`config.mk`:
```
export PLATFORM = sky130hd
export DESIGN_NAME = rp_analog_top
export DESIGN_NICKNAME = d
export VERILOG_FILES = /design/src/design/rp_pkg.sv /design/src/design/adc_capture.sv /design/src/design/cts_timer.sv /design/src/design/dac_formatter.sv /design/src/design/dac_sequencer.sv /design/src/design/pdm_modulator.sv /design/src/design/rp_analog_top.sv
export VERILOG_INCLUDE_DIRS = /design/src /design/src/design
export SDC_FILE = /design/constraint.sdc
export NUM_CORES = 1
export LEC_CHECK = 0
export BUFFER_PORTS_ARGS = -buffer_cell sky130_fd_sc_hd__buf_2
export CAP_MARGIN = 10
export CELL_PAD_IN_SITES_DETAIL_PLACEMENT = 1
export CELL_PAD_IN_SITES_GLOBAL_PLACEMENT = 1
export CORE_MARGIN = 3
export CORE_UTILIZATION = 41
export DETAILED_ROUTE_END_ITERATION = 6
export PLACE_DENSITY = 0.93
export SYNTH_ARGS = -nofsm -noshare
export SYNTH_HDL_FRONTEND = slang
export SYNTH_SLANG_ARGS = --single-unit
```
`constraint.sdc`:
```
create_clock -name adc_clk -period 5.1 [get_ports adc_clk]
set_input_delay 0.51 -clock adc_clk [delete_from_list [all_inputs] [get_ports adc_clk]]
set_output_delay 0.51 -clock adc_clk [all_outputs]
set_load 0.01 [all_outputs]
```
`src/design/rp_defines.svh`:
```
`ifndef RP_DEFINES_SVH
`define RP_DEFINES_SVH

// ADC raw word as delivered by the converter pins
`define RP_ADC_RAW_W 16

// Internal signed sample, also the DAC bus width
`define RP_SMP_W 14

// Analog channels, both ADC and DAC side
`define RP_CHN 2

// Current time stamp width
`define RP_TS_W 64

// DAC held in reset this many cycles after top_rst
`define RP_DAC_RST_CYCLES 16

// Pulse-density outputs
`define RP_PDM_CHN 4
`define RP_PDM_W 8

// Modulator range, full scale duty
`define RP_PDM_RNG 255

`endif

```
`src/design/rp_pkg.sv`:
```
`include "rp_defines.svh"

package rp_pkg;

  // Signed sample, two's complement
  typedef logic signed [`RP_SMP_W-1:0] smp_t;

  // Raw ADC word, lowest 2 bits unused by 14-bit parts
  typedef logic [`RP_ADC_RAW_W-1:0] raw_t;

  // Offset-inverted word on the DAC pins
  typedef logic [`RP_SMP_W-1:0] dac_word_t;

  // PDM duty value
  typedef logic [`RP_PDM_W-1:0] pdm_val_t;

  // Static mux configuration, one bit per channel
  typedef struct packed {
    logic [`RP_CHN-1:0] mux_loop;  // generator sample replaces ADC
    logic [`RP_CHN-1:0] mux_mute;  // generator sample forced to zero
  } mux_cfg_t;

  // DAC sequencer states
  typedef enum logic [1:0] {
    DAC_RESET = 2'd0,
    DAC_CH0   = 2'd1,
    DAC_CH1   = 2'd2
  } dac_state_e;

  // Sequencer to formatter control
  typedef struct packed {
    logic rst;
    logic ch;
  } dac_ctl_t;

  // Registered DAC pin bundle
  typedef struct packed {
    logic      rst;
    logic      sel;
    dac_word_t dat;
  } dac_bus_t;

endpackage

```
`src/design/adc_capture.sv`:
```
`include "rp_defines.svh"

module adc_capture (
  input  logic                       adc_clk,
  input  logic                       top_rst,
  input  rp_pkg::raw_t [`RP_CHN-1:0] adc_raw_i,
  input  rp_pkg::mux_cfg_t           cfg_i,
  input  rp_pkg::smp_t [`RP_CHN-1:0] loop_smp_i,
  output rp_pkg::smp_t [`RP_CHN-1:0] adc_smp_o
);

  //////////////////////////////////////////////////////////////////////
  // Per-channel capture
  //////////////////////////////////////////////////////////////////////

  for (genvar i = 0; i < `RP_CHN; i++) begin : g_chn

    // Converted ADC sample
    rp_pkg::smp_t adc_conv;
    // Registered sample
    rp_pkg::smp_t smp_q;

    // MSB kept, bits 14..2 inverted
    // Two low bits only used by 16-bit parts
    assign adc_conv = {adc_raw_i[i][`RP_ADC_RAW_W-1],
                       ~adc_raw_i[i][`RP_ADC_RAW_W-2:`RP_ADC_RAW_W-`RP_SMP_W]};

    // Input register with digital loopback
    always_ff @(posedge adc_clk or posedge top_rst) begin
      if (top_rst) begin
        smp_q <= '0;
      end else if (cfg_i.mux_loop[i]) begin
        // Generator sample after mute
        smp_q <= loop_smp_i[i];
      end else begin
        smp_q <= adc_conv;
      end
    end

    assign adc_smp_o[i] = smp_q;

  end

endmodule

```
`src/design/cts_timer.sv`:
```
`include "rp_defines.svh"

module cts_timer (
  input  logic                adc_clk,
  input  logic                top_rst,
  output logic [`RP_TS_W-1:0] cts_o,
  output logic                hold_done_o
);

  // Last count of the DAC reset hold
  localparam logic [`RP_TS_W-1:0] HOLD_LAST = `RP_DAC_RST_CYCLES - 1;

  //////////////////////////////////////////////////////////////////////
  // Free-running time stamp
  //////////////////////////////////////////////////////////////////////

  // Counts adc_clk cycles since reset release
  always_ff @(posedge adc_clk or posedge top_rst) begin
    if (top_rst) begin
      cts_o <= '0;
    end else begin
      cts_o <= cts_o + 1'b1;
    end
  end

  //////////////////////////////////////////////////////////////////////
  // DAC reset hold
  //////////////////////////////////////////////////////////////////////

  // Hold ends on the same counter, no second timer
  // Stays high once reached, wrap takes far too long to matter
  assign hold_done_o = (cts_o >= HOLD_LAST);

endmodule

```
`src/design/dac_formatter.sv`:
```
`include "rp_defines.svh"

module dac_formatter (
  input  logic                             adc_clk,
  input  logic                             top_rst,
  input  rp_pkg::smp_t [`RP_CHN-1:0]       gen_smp_i,
  input  rp_pkg::mux_cfg_t                 cfg_i,
  input  rp_pkg::dac_ctl_t                 ctl_i,
  output rp_pkg::smp_t [`RP_CHN-1:0]       loop_smp_o,
  output rp_pkg::dac_bus_t                 dac_o
);

  // Converted word per channel
  rp_pkg::dac_word_t [`RP_CHN-1:0] dac_word;
  // Next value of the pin register
  rp_pkg::dac_bus_t                dac_d;

  //////////////////////////////////////////////////////////////////////
  // Mute and conversion
  //////////////////////////////////////////////////////////////////////

  always_comb begin
    for (int i = 0; i < `RP_CHN; i++) begin
      // Muted channel sends mid-scale
      loop_smp_o[i] = cfg_i.mux_mute[i] ? '0 : gen_smp_i[i];
      // Sign kept, magnitude bits inverted
      // Gives offset binary with negative slope
      dac_word[i] = {loop_smp_o[i][`RP_SMP_W-1], ~loop_smp_o[i][`RP_SMP_W-2:0]};
    end
  end

  //////////////////////////////////////////////////////////////////////
  // Output register
  //////////////////////////////////////////////////////////////////////

  always_comb begin
    dac_d.rst = ctl_i.rst;
    // Select marks channel 0 on the shared bus
    dac_d.sel = ~ctl_i.rst & ~ctl_i.ch;
    // Bus parked at zero while the DAC is held
    dac_d.dat = ctl_i.rst ? '0 : dac_word[ctl_i.ch];
  end

  // One cycle latency, all three fields move together
  always_ff @(posedge adc_clk or posedge top_rst) begin
    if (top_rst) begin
      dac_o.rst <= 1'b1;
      dac_o.sel <= 1'b0;
      dac_o.dat <= '0;
    end else begin
      dac_o <= dac_d;
    end
  end

  // Quiet bus for as long as the DAC sees reset
  a_rst_dat_zero: assert property (
    @(posedge adc_clk) disable iff (top_rst)
    dac_o.rst |-> (dac_o.dat == '0)
  );

endmodule

```
`src/design/dac_sequencer.sv`:
```
module dac_sequencer (
  input  logic              adc_clk,
  input  logic              top_rst,
  input  logic              hold_done_i,
  output rp_pkg::dac_ctl_t  ctl_o
);

  rp_pkg::dac_state_e state;
  rp_pkg::dac_state_e state_nxt;

  //////////////////////////////////////////////////////////////////////
  // State machine
  //////////////////////////////////////////////////////////////////////

  // Hold in reset, then interleave one channel per cycle
  always_comb begin
    state_nxt = state;
    unique case (state)
      rp_pkg::DAC_RESET: begin
        // Leave on the edge where the hold is done
        if (hold_done_i) begin
          state_nxt = rp_pkg::DAC_CH0;
        end
      end
      rp_pkg::DAC_CH0: begin
        state_nxt = rp_pkg::DAC_CH1;
      end
      rp_pkg::DAC_CH1: begin
        state_nxt = rp_pkg::DAC_CH0;
      end
      default: begin
        // Unused code, back to safe state
        state_nxt = rp_pkg::DAC_RESET;
      end
    endcase
  end

  always_ff @(posedge adc_clk or posedge top_rst) begin
    if (top_rst) begin
      state <= rp_pkg::DAC_RESET;
    end else begin
      state <= state_nxt;
    end
  end

  // Decoded control toward the formatter
  assign ctl_o.rst = (state == rp_pkg::DAC_RESET);
  assign ctl_o.ch  = (state == rp_pkg::DAC_CH1);

  // No way back into reset hold without top_rst
  a_no_reenter: assert property (
    @(posedge adc_clk) disable iff (top_rst)
    (state != rp_pkg::DAC_RESET) |=> (state != rp_pkg::DAC_RESET)
  );

  // Strict alternation, channel 1 always after channel 0
  a_ch0_ch1: assert property (
    @(posedge adc_clk) disable iff (top_rst)
    (state == rp_pkg::DAC_CH0) |=> (state == rp_pkg::DAC_CH1)
  );

endmodule

```
`src/design/pdm_modulator.sv`:
```
`include "rp_defines.svh"

module pdm_modulator (
  input  logic                               adc_clk,
  input  logic                               top_rst,
  input  rp_pkg::pdm_val_t [`RP_PDM_CHN-1:0] val_i,
  output logic [`RP_PDM_CHN-1:0]             pdm_o
);

  // Range with one guard bit, matches the sum width
  localparam logic [`RP_PDM_W:0] RNG = `RP_PDM_RNG;

  //////////////////////////////////////////////////////////////////////
  // First-order modulators
  //////////////////////////////////////////////////////////////////////

  for (genvar i = 0; i < `RP_PDM_CHN; i++) begin : g_pdm

    // Residue, always below range
    rp_pkg::pdm_val_t   acc;
    // Sum and sum minus range
    logic [`RP_PDM_W:0] sum;
    logic [`RP_PDM_W:0] dif;
    logic               pdm_q;

    assign sum = {1'b0, acc} + {1'b0, val_i[i]};
    assign dif = sum - RNG;

    // Overflow emits a one and drops the range
    always_ff @(posedge adc_clk or posedge top_rst) begin
      if (top_rst) begin
        acc   <= '0;
        pdm_q <= 1'b0;
      end else if (sum >= RNG) begin
        acc   <= dif[`RP_PDM_W-1:0];
        pdm_q <= 1'b1;
      end else begin
        acc   <= sum[`RP_PDM_W-1:0];
        pdm_q <= 1'b0;
      end
    end

    assign pdm_o[i] = pdm_q;

    // Residue bound keeps ones count exact per window
    a_acc_range: assert property (
      @(posedge adc_clk) disable iff (top_rst)
      ({1'b0, acc} < RNG)
    );

  end

endmodule

```
`src/design/rp_analog_top.sv`:
```
`include "rp_defines.svh"

module rp_analog_top (
  input  logic                               adc_clk,
  input  logic                               top_rst,
  // ADC pins and generator samples
  input  rp_pkg::raw_t     [`RP_CHN-1:0]     adc_dat_i,
  input  rp_pkg::smp_t     [`RP_CHN-1:0]     gen_dat_i,
  // Static configuration levels
  input  rp_pkg::mux_cfg_t                   cfg_i,
  input  rp_pkg::pdm_val_t [`RP_PDM_CHN-1:0] pdm_val_i,
  // Captured samples and time stamp
  output rp_pkg::smp_t     [`RP_CHN-1:0]     adc_smp_o,
  output logic             [`RP_TS_W-1:0]    cts_o,
  // DAC pins
  output rp_pkg::dac_word_t                  dac_dat_o,
  output logic                               dac_sel_o,
  output logic                               dac_rst_o,
  // PDM pins
  output logic             [`RP_PDM_CHN-1:0] dac_pwm_o
);

  logic                         hold_done;
  rp_pkg::dac_ctl_t             dac_ctl;
  rp_pkg::dac_bus_t             dac_bus;
  // Muted generator samples for loopback
  rp_pkg::smp_t [`RP_CHN-1:0]   loop_smp;

  //////////////////////////////////////////////////////////////////////
  // Time stamp and DAC sequencing
  //////////////////////////////////////////////////////////////////////

  cts_timer timer (
    .adc_clk     (adc_clk),
    .top_rst     (top_rst),
    .cts_o       (cts_o),
    .hold_done_o (hold_done)
  );

  dac_sequencer dac_seq (
    .adc_clk     (adc_clk),
    .top_rst     (top_rst),
    .hold_done_i (hold_done),
    .ctl_o       (dac_ctl)
  );

  //////////////////////////////////////////////////////////////////////
  // DAC and ADC data path
  //////////////////////////////////////////////////////////////////////

  dac_formatter dac_fmt (
    .adc_clk    (adc_clk),
    .top_rst    (top_rst),
    .gen_smp_i  (gen_dat_i),
    .cfg_i      (cfg_i),
    .ctl_i      (dac_ctl),
    .loop_smp_o (loop_smp),
    .dac_o      (dac_bus)
  );

  // Pin bundle onto separate ports
  assign dac_dat_o = dac_bus.dat;
  assign dac_sel_o = dac_bus.sel;
  assign dac_rst_o = dac_bus.rst;

  adc_capture adc_cap (
    .adc_clk    (adc_clk),
    .top_rst    (top_rst),
    .adc_raw_i  (adc_dat_i),
    .cfg_i      (cfg_i),
    .loop_smp_i (loop_smp),
    .adc_smp_o  (adc_smp_o)
  );

  // Slow analog outputs
  pdm_modulator pdm_mod (
    .adc_clk (adc_clk),
    .top_rst (top_rst),
    .val_i   (pdm_val_i),
    .pdm_o   (dac_pwm_o)
  );

endmodule

```
# After elaboration in Yosys (flattened, before gate mapping)
# Index checks and enable logic that the tools add are counted.
# W data, S select, Z words.
# totals
wordCells,58
out_inout_bits,112
in_bits,98
ff_bits,146
# classes
magnitude_cmp,6
reduce_logical,1
n_eq_ne,3
n_bitwise,7
mux,17
addsub,9
# op_table
op,n
$mux W14,7
$add A64 B1 Y64 const B,1
$ge A64 B4 Y1 const B,1
$not A13 Y13,4
$add A8 B8 Y9,4
$ge A9 B8 Y1 const B,4
$mux W8,4
$sub A8 B8 Y8 const B,4
$pmux W2 S3,1
$mux W1,4
$eq A2 B1 Y1 const B,1
$eq A2 B2 Y1 const B,1
$logic_not A2 Y1,1
$lt A1 B2 Y1 const B,1
$mux W2,1
$ne A2 B2 Y1 const B,1
$not A1 Y1,2
$and A1 B1 Y1,1

# Depth between registers and ports, before layout
# Gate-level depths: netlist of the first run.
# logic_depth
depth_word,5
mapped_depth,9
depth_no_buf,9

# Cells and area by module
# From an unflattened synthesis of the first run, not the netlist that was laid out.
# unflattened
hier_cells,818
hier_area_um2,8431.8
# modules_own_cells
mod,cells_per_inst,area_per_inst_um2,seq_area_each_um2,n_inst
pdm_modulator,347,3269.4,900.9,1
cts_timer,307,3188.1,1601.5,1
adc_capture,89,1086.0,700.7,1
dac_formatter,68,805.8,401.6,1
dac_sequencer,7,82.6,50.0,1

# Worst setup path after synthesis of the first run
# OpenSTA, ideal clock, no wires.
# synth_path
path_type,input port to flip-flop
start,input pdm_val_i[8] (netlist name)
end,register pdm_mod.g_pdm[1].acc[1]
setup_time_ns,0.127
slack_ns,2.071
t_arrival_ns,2.902
path_stages,9
path_cell_list,ha_1 fa_1 a21o_1 a221oi_2 xor2_2 or4b_1 o31a_1 inv_2 mux2_1
# synth_between
elab_chain_len,3
# synth_rtl
item,line,text
start: declaration,rp_analog_top.sv:11,"input rp_pkg::pdm_val_t [`RP_PDM_CHN-1:0] pdm_val_i,"
$add A8 B8 Y9 *,pdm_modulator.sv:26,"assign sum = {1'b0, acc} + {1'b0, val_i[i]};"
$sub A8 B8 Y8 / $ge A9 B8 Y1 (equally long branches),"pdm_modulator.sv:27, pdm_modulator.sv:34",
$mux W8 *,pdm_modulator.sv:34,end else if (sum >= RNG) begin
end signal: assignment,pdm_modulator.sv:35,acc <= dif[`RP_PDM_W-1:0];
end signal: assignment,pdm_modulator.sv:38,acc <= sum[`RP_PDM_W-1:0];
end: declaration,pdm_modulator.sv:20,rp_pkg::pdm_val_t acc;
# Every way passes the cells marked *; elsewhere a longest branch is shown, timed or not.
# A chain may end at the register's enable or synchronous reset.

# Worst setup path after layout of the first run
# layout_path
start,register pdm_mod.g_pdm[2].acc[0]
end,register pdm_mod.g_pdm[2].acc[1]
# layout_between
elab_chain_len,3
# layout_rtl
item,line
start: declaration,pdm_modulator.sv:20
start signal: assignment,pdm_modulator.sv:35
start signal: assignment,pdm_modulator.sv:38
$add A8 B8 Y9 *,pdm_modulator.sv:26
$sub A8 B8 Y8 / $ge A9 B8 Y1 (equally long branches),"pdm_modulator.sv:27, pdm_modulator.sv:34"
$mux W8 *,pdm_modulator.sv:34
# Marked as above.

==> results.py, run 1 <==
metrics = {
    "run_status": {
        "status": "complete, no violations",
    },
    "floorplanning": {
        "die-area_sq_um": 21100,
        "die_x_microns": 145,
        "die_h_microns": 145,
        "io_pins": 210,
        "fp.coreArea_sq_um": 18900,
        "start_util": 0.422,
        "num_rows": 50,
    },
    "timing": {
        "slew_headroom": 0.382,
        "rsz0062_at_grt": "false",
        "period_share": 0.605,
        "post-route-min-period_ps": 3090,
        "finalHoldViolations": 0,
        "setup_viol_count_final": 0,
        "clock_skew_ps": 14.9,
        "maxSlewViolCount": 0,
        "tns_ps": 0,
        "worst_pin_slew_ps": 921,
        "max_freq_ghz": 0.324,
    },
    "finish": {
        "layout_commonest_cell": "buf_2",
        "utilization": 0.517,
        "syn2layout_area_growth_pct": 22.7,
        "nNetsFinal": 1127,
        "mostFrequentLayoutCells": "205 x buf_2, 145 x dfrtp_1, 70 x o21ai_0",
        "drive_gt1_frac": 0.257,
        "final_cells": 1261,
        "diodes": 0,
    },
    "power": {
        "pwr-share-comb": 0.474,
        "ir_drop_v": 0.000235,
        "leakage_nw": 4.62,
        "cellPowerDensity_nw_per_um2": 500,
        "p_sw_frac": 0.408,
        "internal_power_w": 0.00289,
        "seqPwrFrac": 0.289,
        "clkPwrFrac": 0.237,
        "p_switching_w": 0.00199,
    },
    "global_route": {
        "grt.overflow.total": 0,
        "grt_use_total": 0.225,
        "grt_max_degree": 66,
        "antenna_found_initial": 0,
        "grt_pass1_vias": 7552,
        "grt_pass1_wl_microns": 38900,
    },
    "synth": {
        "ys_types": 69,
        "synth_edf_count": 0,
        "synth_area_sq_um": 7960,
        "synth-warning-count": 0,
        "synth_ff_type": "dfrtp_1",
        "seq_area_frac_synth": 0.459,
        "syn_nets": 925,
        "ys_async_sr_fraction": 1.00,
        "synthCells": 786,
        "syn_avg_cell_area_sq_um": 10.1,
        "ys_ff_latch": 146,
    },
    "drt": {
        "drtIter0Drc": 314,
        "ant_nets": 0,
        "wl_met2_microns": 11800,
        "dr_wl_met3_microns": 1380,
        "wl_microns": 23600,
        "num_vias": 6948,
        "avgViaCountPerCell": 5.51,
        "top_layer_used": "met4",
        "met1_length_microns": 10100,
        "routedWlPerCell_microns": 18.7,
        "drc": 0,
        "drt-pass1-iter-count": 4,
    },
    "worst_setup_path": {
        "cp.required_ps": 5410,
        "criticalPathCategory": "flop to flop",
        "cp_slowest_cell": "fa_1",
        "cp_cell_sequence": "ha_1, fa_1, a21oi_1, o21bai_1, xor2_1, nand4bb_1, o21ai_1, mux2_2",
        "start_kind": "flop",
        "worstSetupEndpointType": "flop",
        "worstPathArrival_ps": 3400,
        "max_stage_delay_ps": 470,
        "critPathMaxFanout": 6,
    },
    "clock_network": {
        "cts.sinks": 146,
        "cts_tree": "done",
        "post_cts_resized": 0,
        "htreeDepth": 4,
        "cts_buffers": 17,
        "cts_buffer_depth": 2,
        "cts-root-buf": "clkbuf_16",
        "ctsHoldBuffers": 1,
        "path_clk_slew_ps": 70,
        "postCtsSetupBuffers": 0,
        "clk_latency_ps": 430,
    },
    "hold_path": {
        "holdCritPathClass": "primary input to flop",
    },
    "placement": {
        "hpwl_microns": 18200,
        "globalplace.congestion": 0.821,
        "dp_cells": 1228,
        "port_buffers": 205,
    },
    "job": {
        "max-cap-violations": 0,
    },
}
==> stage by stage <==
step / total power (W) / hold WS, ps / worst slack, ps / area [sq um]
floorplan: 0.00319 / 405 / 669 / 7960
detailed placement: 0.00372 / 446 / 1790 / 9220
global route: 0.00525 / 231 / 1780 / 9770
finish: 0.00488 / 245 / 2010 / 9770
global placement: 0.00358 / 443 / 1860 / 9220
CTS: 0.00490 / 234 / 2010 / 9770
==> worst max-delay path: cells and delay by family (launching register included) <==
| kind | cells | cell delay [ps] |
|---|---|---|
| compound gates | 3 | 920 |
| simple gates | 1 | 260 |
| mux | 1 | 380 |
| fa+ha+maj | 2 | 690 |
| xor+xnor | 1 | 360 |
| flops | 1 | 370 |
==> power by group through the flow <==
| stage | clock network, W | logic [W] | registers [W] |
|---|---|---|---|
| final | 0.00116 | 0.00232 | 0.00141 |
| after detailed placement | 0 | 0.00229 | 0.00143 |
| after floorplan | 0 | 0.00177 | 0.00142 |
| after global routing | 0.00123 | 0.00259 | 0.00143 |
| after CTS | 0.00118 | 0.00231 | 0.00141 |
| after global placement | 0 | 0.00216 | 0.00142 |
==> final timing paths <==
check / cells past startpoint / end / from / slack (ps)
setup / recovery: 8 / pdm_mod.g_pdm[2].acc[1] / pdm_mod.g_pdm[2].acc[0] / 2010
hold / removal: 2 / adc_cap.g_chn[1].smp_q[7] / adc_dat_i[25] / 240
max in group asynchronous: 4 / timer.cts_o[39] / top_rst / 3480
setup reg to reg: 8 / pdm_mod.g_pdm[2].acc[1] / pdm_mod.g_pdm[2].acc[0] / 2010
min in group asynchronous: 3 / adc_cap.g_chn[0].smp_q[1] / top_rst / 550
hold reg to reg: 1 / dac_seq.state[1] / dac_seq.state[1] / 460
==> flip-flops by register name (all words and copies together), names as in the netlist <==
name / cells
pdm_mod.g_pdm.acc: 32
timer.cts_o: 64
dac_fmt.dac_o: 16
pdm_mod.g_pdm.pdm_q: 4
dac_seq.state: 2
adc_cap.g_chn.smp_q: 28
==> Yosys cell counts, types with 6 or more instances <==
master | n | area share
nor2_1 | 29 | 0.014
o21a_1 | 6 | 0.0057
o21bai_1 | 7 | 0.0066
a211oi_1 | 8 | 0.0075
dfrtp_1 | 145 | 0.46
nor4_1 | 19 | 0.015
nor3_1 | 22 | 0.014
nor2b_1 | 17 | 0.013
nand2_1 | 60 | 0.028
mux2_2 | 6 | 0.0085
nand2b_1 | 6 | 0.0047
and4_1 | 10 | 0.011
mux2i_1 | 6 | 0.0075
clkbuf_1 | 17 | 0.0080
xor2_1 | 33 | 0.036
nand4_1 | 26 | 0.020
xnor2_1 | 55 | 0.060
nand3b_1 | 18 | 0.017
nand3_1 | 35 | 0.022
o211ai_1 | 8 | 0.0075
inv_1 | 23 | 0.011
and3_1 | 17 | 0.013
o21ai_0 | 70 | 0.044
a21o_1 | 10 | 0.0094
a21oi_1 | 26 | 0.016
ha_1 | 37 | 0.058
==> metal layers <==
metal / vias up / GRT usage
li1: 3265 / -
met1: 3463 / 0.283
met2: 188 / 0.386
met3: 32 / 0.0536
met4: 0 / 0.0698
met5: - / 0
==> final cells by class <==
cell class	count	area (sq um)
Inverter	24	95.1
Clock inverter	13	104
Tap cell	260	325
Multi-Input combinational cell	591	4110
Clock buffer	19	433
Timing Repair Buffer	208	1050
Sequential cell	146	3650
Fill cell	2229	9120
==> logic make-up after synthesis <==
family          after synthesis  synth area share
xor+xnor                     89            0.0988
fa+ha+maj                    41            0.0682
mux                          13            0.0174
simple gates                275             0.189
buf+inv                      49            0.0253
compound gates              173             0.143
flops                       146             0.459
(Power assumes the default switching activity.)
==> inputs of run 2 (changes only) <==
ABC_AREA = 1   (was default)
CORE_UTILIZATION = 36   (was 41)
PLACE_DENSITY = 0.9   (was 0.93)
clock period = 2.8 ns   (was 5.1 ns; I/O delays follow)
==> run 2 against run 1 <==
Effect of this change:
- clock power rose by 110%
- count of clock-buffer cells in the layout shrank 2
- worst setup slack got worse by 1800 ps
- design area is 15% higher
- area after synthesis is 15% higher
- combinational power increased by 79%
- sequential share of layout area fell by 4.8 points
==> results.py, run 2 <==
metrics = {
    "clock_network": {
        "cts_tree": "done",
        "cts_buffer_depth": 2,
        "cts_buffers": 17,
        "clk_latency_ps": 420,
        "post_cts_resized": 0,
        "cts-root-buf": "clkbuf_16",
        "path_clk_slew_ps": 70,
        "cts.sinks": 146,
        "htreeDepth": 4,
    },
    "power": {
        "p_sw_frac": 0.414,
        "leakage_nw": 6.21,
        "p_switching_w": 0.00378,
        "seqPwrFrac": 0.282,
        "pwr-share-comb": 0.456,
        "internal_power_w": 0.00535,
        "p_total_w": 0.00912,
        "ir_drop_v": 0.000387,
        "cellPowerDensity_nw_per_um2": 815,
        "clkPwrFrac": 0.262,
    },
    "floorplanning": {
        "start_util": 0.371,
        "die-area_sq_um": 27400,
        "fp.coreArea_sq_um": 24700,
        "num_rows": 57,
        "io_pins": 210,
        "die_h_microns": 165,
        "die_x_microns": 165,
    },
    "worst_setup_path": {
        "cp.required_ps": 3150,
        "criticalPathCategory": "flop to flop",
        "worstPathArrival_ps": 2940,
        "critPathMaxFanout": 8,
        "r2r-start": "pdm_mod.g_pdm[3].acc[0]",
        "start_kind": "flop",
        "r2r_slack_ps": 220,
        "crit_start": "pdm_mod.g_pdm[3].acc[0]",
        "worstSetupEndpointType": "flop",
    },
    "synth": {
        "yosys-top-cells-area": "dfrtp_1 40%, nand2_1 14%, inv_1 6.9%",
        "ys_ff_latch": 146,
        "synth_edf_count": 0,
        "synth_top_area_cell": "dfrtp_1",
        "synth_area_sq_um": 9150,
        "synth_commonest_cells": "344 x nand2_1, 168 x inv_1, 145 x dfrtp_1, 115 x nor2_1, 88 x nand3_1",
        "synth-warning-count": 0,
        "syn_avg_cell_area_sq_um": 7.67,
        "synthCells": 1193,
        "yosysMostFrequentCell": "nand2_1",
        "synth_ff_type": "dfrtp_1",
        "seq_area_frac_synth": 0.399,
        "synth_top_area_frac": 0.396,
        "ys_async_sr_fraction": 1.00,
        "syn_nets": 1332,
        "ys_types": 40,
    },
    "drt": {
        "avgViaCountPerCell": 5.04,
        "num_vias": 8802,
        "drt-pass1-iter-count": 5,
        "ant_nets": 0,
        "drc": 0,
        "routedWlPerCell_microns": 17.2,
        "wl_microns": 30100,
        "drtIter0Drc": 509,
    },
    "run_status": {
        "status": "complete, no violations",
    },
    "global_route": {
        "grt.overflow.total": 0,
        "grt_max_degree": 83,
        "grt_pass1_wl_microns": 48100,
        "antenna_found_initial": 0,
        "grt_pass1_vias": 9374,
        "grt_use_total": 0.222,
    },
    "finish": {
        "largest_register": "timer.cts_o",
        "drive_gt1_frac": 0.207,
        "fin_area_sq_um": 11200,
        "num-fill-cells": 3173,
        "reg_top3": "timer.cts_o (64), pdm_mod.g_pdm.acc (32), adc_cap.g_chn.smp_q (28)",
        "multiInputGateArea_sq_um": 4790,
        "layout_commonest_cell": "nand2_1",
        "nNetsFinal": 1549,
        "largest_reg_flops": 64,
        "regArea_sq_um": 3650,
        "mostFrequentLayoutCells": "344 x nand2_1, 205 x buf_2, 167 x inv_1",
        "diodes": 0,
        "syn2layout_area_growth_pct": 22.3,
    },
    "timing": {
        "tns_ps": 0,
        "worst_pin_slew_ps": 553,
        "max_freq_ghz": 0.387,
        "maxSlewViolCount": 0,
        "period_share": 0.923,
        "setup_viol_count_final": 0,
        "post-route-min-period_ps": 2580,
        "clock_skew_ps": 10.5,
        "slew_headroom": 0.628,
        "finalHoldViolations": 0,
    },
    "placement": {
        "globalplace.congestion": 0.885,
        "port_buffers": 205,
        "post_dp_cell_area_sq_um": 10600,
        "hpwl_microns": 23700,
    },
    "job": {
        "max-cap-violations": 0,
    },
    "hold_path": {
        "min_from": "adc_dat_i[25]",
        "holdCritPathClass": "primary input to flop",
    },
}
-- run 2: changes by cell type after synthesis, sizes merged, moves of 27 or more --
| cell | delta |
|---|---|
| inv | +146 |
| nand2 | +291 |
| nand3 | +61 |
| nand4 | +29 |
| nor2 | +100 |
| o21ai | -43 |
| xnor2 | -27 |
-- run 2: final timing paths --
path,endpoint,cells past startpoint
setup / recovery,pdm_mod.g_pdm[3].acc[2],11
min in group asynchronous,adc_cap.g_chn[1].smp_q[2],3
setup reg to reg,pdm_mod.g_pdm[3].acc[2],11
hold / removal,adc_cap.g_chn[1].smp_q[7],2
hold reg to reg,dac_fmt.dac_o[15],1
max in group asynchronous,timer.cts_o[9],4
-- run 2: area by class of cell --
| cell class | count | area share |
|---|---|---|
| multi-input combinational | 862 | 0.428 |
| sequential | 146 | 0.326 |
| timing repair buffer | 213 | 0.0983 |
| inverter | 170 | 0.0573 |
| clock buffer | 17 | 0.0380 |
| tap | 324 | 0.0362 |
| clock inverter | 14 | 0.0160 |
-- run 2: stage by stage --
step	hold slack, ps	util	std cells	setup WS, ps
6_report	20.5	0.454	1746	217
3_5_place_dp	272	0.429	1713	158
4_1_cts	4.80	0.453	1745	60.4
5_1_grt	19.2	0.454	1746	-16.2
2_1_floorplan	376	-	1193	584
3_3_place_gp	266	0.429	1713	238
-- run 2: worst max-delay path, cell delays in order, from the launching register on --
cell	delay, ps
dfrtp_1	360
ha_1	210
fa_1	560
ha_1	170
inv_1	60
nor2_1	100
nand3_1	120
nor2_1	160
nand4_1	330
nand3_2	300
nand2_1	70
nand2_1	80
-- run 2: logic make-up after synthesis --
| kind of cell | count (synthesis) | synth area share |
|---|---|---|
| AOI/OAI and AO/OA | 63 | 0.0387 |
| muxes | 1 | 0.00123 |
| adders and majority gates | 41 | 0.0593 |
| xor gates and xnor gates | 79 | 0.0764 |
| DFF | 146 | 0.399 |
| buffers and inverters | 185 | 0.0775 |
| and+or+nand+nor | 678 | 0.348 |
-- run 2: power by group through the flow --
stage / logic [W] / clock network (W) / registers (W)
after global routing: 0.00482 / 0.00253 / 0.00260
after global placement: 0.00384 / 0 / 0.00259
after CTS: 0.00418 / 0.00244 / 0.00258
after floorplan: 0.00314 / 0 / 0.00259
final: 0.00416 / 0.00239 / 0.00257
after detailed placement: 0.00414 / 0 / 0.00261
-- run 2: timing repair --
| action | in CTS | in global routing |
|---|---|---|
| endpoints found under the setup margin | 0 | 10 |
| endpoints found under the hold margin | 10 | 0 |
| hold buffers | 1 | 0 |
| buffers inserted | 0 | 1 |
-- run 2: layer usage --
metal,vias up,track usage,wire (microns)
li1,4264,-,-
met1,4262,0.269,12700
met2,224,0.397,15200
met3,52,0.0427,1400
met4,0,0.0726,789
met5,-,0,0
==> inputs of run 3 (changes only) <==
GPL_ROUTABILITY_DRIVEN = 0   (was default)
SYNTH_HIERARCHICAL = 1   (was default)
==> run 3 against run 2 <==
Effect of this change:
- core utilization fell by 0.91 points
- via count rose by 10%
- sequential cell count did not move
- largest cell class unchanged
- routed wire length rose by 7.9%
- total power rose by 6.4%
- sequential share of layout area fell by 1.5 points
- combinational power rose by 14%
- clock skew rose by 9.9 ps
- worst setup slack improved by 260 ps
- global-route usage rose by 0.16 points
- count of clock-buffer cells in the layout did not move
- critical endpoint is now pdm_mod/g_pdm[0].acc[7]
==> results.py, run 3 <==
metrics = {
    "run_status": {
        "status": "complete, no violations",
    },
    "worst_setup_path": {
        "worstSetupEndpointType": "flop",
        "start_kind": "flop",
        "crit_family": "adder cells",
        "critical_path_buf_inv_count": 1,
        "cp.required_ps": 3150,
        "cp_slowest_cell": "fa_1",
        "cp_cell_sequence": "ha_1, fa_1, ha_1, inv_1, nor2_1, nand3_1, nand2_2, nand3_4, nand2_4, nand2_1, nand2_1",
        "max_stage_delay_ps": 580,
        "criticalPathCategory": "flop to flop",
        "critPathMaxFanout": 9,
        "worstPathArrival_ps": 2680,
    },
    "drt": {
        "drt-pass1-iter-count": 5,
        "drtIter0Drc": 577,
        "avgViaCountPerCell": 5.02,
        "num_vias": 9716,
        "wl_microns": 32500,
        "routedWlPerCell_microns": 16.8,
        "drc": 0,
        "ant_nets": 0,
    },
    "global_route": {
        "grt_pass1_vias": 10400,
        "grt_max_degree": 65,
        "grt_pass1_wl_microns": 52100,
        "grt_use_total": 0.224,
        "antenna_found_initial": 0,
        "grt.overflow.total": 0,
    },
    "power": {
        "cellPowerDensity_nw_per_um2": 829,
        "ir_drop_v": 0.000343,
        "leakage_nw": 6.16,
    },
    "synth": {
        "synthCells": 1370,
        "syn_avg_cell_area_sq_um": 7.12,
        "syn_nets": 1509,
        "ys_types": 32,
        "synth_top_area_cell": "dfrtp_1",
        "ys_async_sr_fraction": 1.00,
        "synth-warning-count": 6,
        "synth_area_sq_um": 9760,
        "synth_edf_count": 0,
        "ys_ff_latch": 146,
        "yosysMostFrequentCell": "nand2_1",
        "synth_commonest_cells": "500 x nand2_1, 160 x inv_1, 152 x nor2_1, 145 x dfrtp_1, 114 x nand3_1",
        "seq_area_frac_synth": 0.375,
        "synth_ff_type": "dfrtp_1",
        "yosys-top-cells-area": "dfrtp_1 37%, nand2_1 19%, inv_1 6.2%",
        "synth_top_area_frac": 0.372,
    },
    "clock_network": {
        "clk_latency_ps": 420,
        "cts_tree": "done",
        "cts.sinks": 146,
        "cts-root-buf": "clkbuf_16",
        "htreeDepth": 4,
        "postCtsSetupBuffers": 0,
        "path_clk_slew_ps": 70,
        "cts_buffers": 17,
        "cts_buffer_depth": 2,
    },
    "timing": {
        "finalHoldViolations": 0,
        "clock_skew_ps": 20.3,
        "post-route-min-period_ps": 2320,
        "fin_ws_ps": 476,
        "holdWs_ps": 20.3,
        "period_share": 0.830,
        "tns_ps": 0,
        "maxSlewViolCount": 0,
        "setup_viol_count_final": 0,
        "max_freq_ghz": 0.430,
        "worst_pin_slew_ps": 1040,
        "slew_headroom": 0.309,
        "rsz0062_at_grt": "false",
    },
    "floorplanning": {
        "die-area_sq_um": 29100,
        "die_h_microns": 171,
        "fp.coreArea_sq_um": 26400,
        "num_rows": 59,
        "start_util": 0.370,
        "die_x_microns": 171,
        "io_pins": 210,
    },
    "placement": {
        "place_ws_ps": 444,
        "hpwl_microns": 26500,
        "port_buffers": 205,
        "dp_cells": 1901,
    },
    "finish": {
        "num-fill-cells": 3413,
        "largest_reg_flops": 64,
        "utilization": 0.445,
        "layout_commonest_cell": "nand2_1",
        "mostFrequentLayoutCells": "500 x nand2_1, 205 x buf_2, 159 x inv_1",
        "largest_register": "timer/cts_o",
        "drive_gt1_frac": 0.218,
        "final_cells": 1934,
        "nNetsFinal": 1725,
        "reg_top3": "timer/cts_o (64), pdm_mod/g_pdm.acc (32), adc_cap/g_chn.smp_q (28)",
        "syn2layout_area_growth_pct": 20.1,
        "diodes": 0,
    },
    "job": {
        "max-cap-violations": 0,
    },
    "hold_path": {
        "holdCritPathClass": "primary input to flop",
    },
}
## run 3: changes by cell type in the layout (fill, tap and decap cells not counted), sizes merged, moves of 3 or more
| cell | previous run | this run |
|---|---|---|
| clkinv | 1 | 7 |
| nand4 | 55 | 26 |
| nor3 | 25 | 1 |
| nor2 | 129 | 184 |
| nand3 | 96 | 126 |
| o21bai | 3 | 0 |
| o22ai | 13 | 0 |
| o21ai | 28 | 50 |
| nor4 | 13 | 2 |
| nand2 | 351 | 539 |
| xnor2 | 28 | 15 |
| xor2 | 51 | 32 |
| inv | 174 | 171 |
| clkinvlp | 6 | 0 |
## run 3: worst reg2reg max path, cell delays in order (launching register included)
cell	delay, ps
dfrtp_1	370
ha_1	230
fa_1	580
ha_1	180
inv_1	60
nor2_1	150
nand3_1	160
nand2_2	120
nand3_4	140
nand2_4	150
nand2_1	70
nand2_1	60
## run 3: path summary, 6_finish.rpt
path                       cells after the start                    start                         end  slack [ps]
min reg2reg                                    1         dac_seq/state[1]            dac_seq/state[1]         480
max in group asynchronous                      4                  top_rst     pdm_mod/g_pdm[2].acc[0]        1310
max                                           11  pdm_mod/g_pdm[0].acc[0]     pdm_mod/g_pdm[0].acc[7]         480
min in group asynchronous                      3                  top_rst            dac_seq/state[1]         330
min                                            2            adc_dat_i[12]  adc_cap/g_chn[0].smp_q[10]          20
max reg2reg                                   11  pdm_mod/g_pdm[0].acc[0]     pdm_mod/g_pdm[0].acc[7]         480
## run 3: repair_timing
action | CTS | global route
hold endpoints to repair | 34 | 0
hold buffers | 1 | 0
gates resized for setup | 0 | 0
setup endpoints to repair | 0 | 0
## run 3: final cells by class
class | count | area (sq um) | area share
clock buffer | 17 | 425 | 0.0363
clock inverter | 15 | 176 | 0.0151
inverter | 166 | 623 | 0.0532
multi-input combinational | 1044 | 5340 | 0.456
sequential | 146 | 3650 | 0.312
tap | 335 | 419 | 0.0358
timing repair buffer | 211 | 1070 | 0.0916
## run 3: logic make-up (layout without fill, tap and decap cells)
logic type	Yosys count	in the layout	synth area share
AO/OA/AOI/OAI	70	70	0.0454
XOR/XNOR	47	47	0.0422
adder cells (fa/ha/maj)	41	41	0.0557
buffers and inverters	180	409	0.0776
flip-flops	146	146	0.375
AND/OR/NAND/NOR	886	886	0.405
## run 3: per-stage QoR
stage	total power (W)	instance area, sq um
2_1_floorplan	0.00627	9760
3_3_place_gp	0.00698	11100
3_5_place_dp	0.00734	11100
4_1_cts	0.00979	11700
5_1_grt	0.0105	11700
6_report	0.00971	11700
## run 3: where the power goes
| group | leakage [nW] | switching, W | internal, W | total, W |
|---|---|---|---|---|
| clock | 0.302 | 0.00100 | 0.00141 | 0.00241 |
| combinational | 4.00 | 0.00308 | 0.00165 | 0.00473 |
| sequential | 1.85 | 0.000124 | 0.00244 | 0.00257 |
| total | 6.16 | 0.00420 | 0.00551 | 0.00971 |
## run 3: per-layer routing
layer,global-route usage,vias to the layer above,wire (microns)
met3,0.0291,60,1090
met5,0,-,0
met2,0.403,196,16600
li1,-,4716,-
met1,0.276,4744,13800
met4,0.0783,0,1020
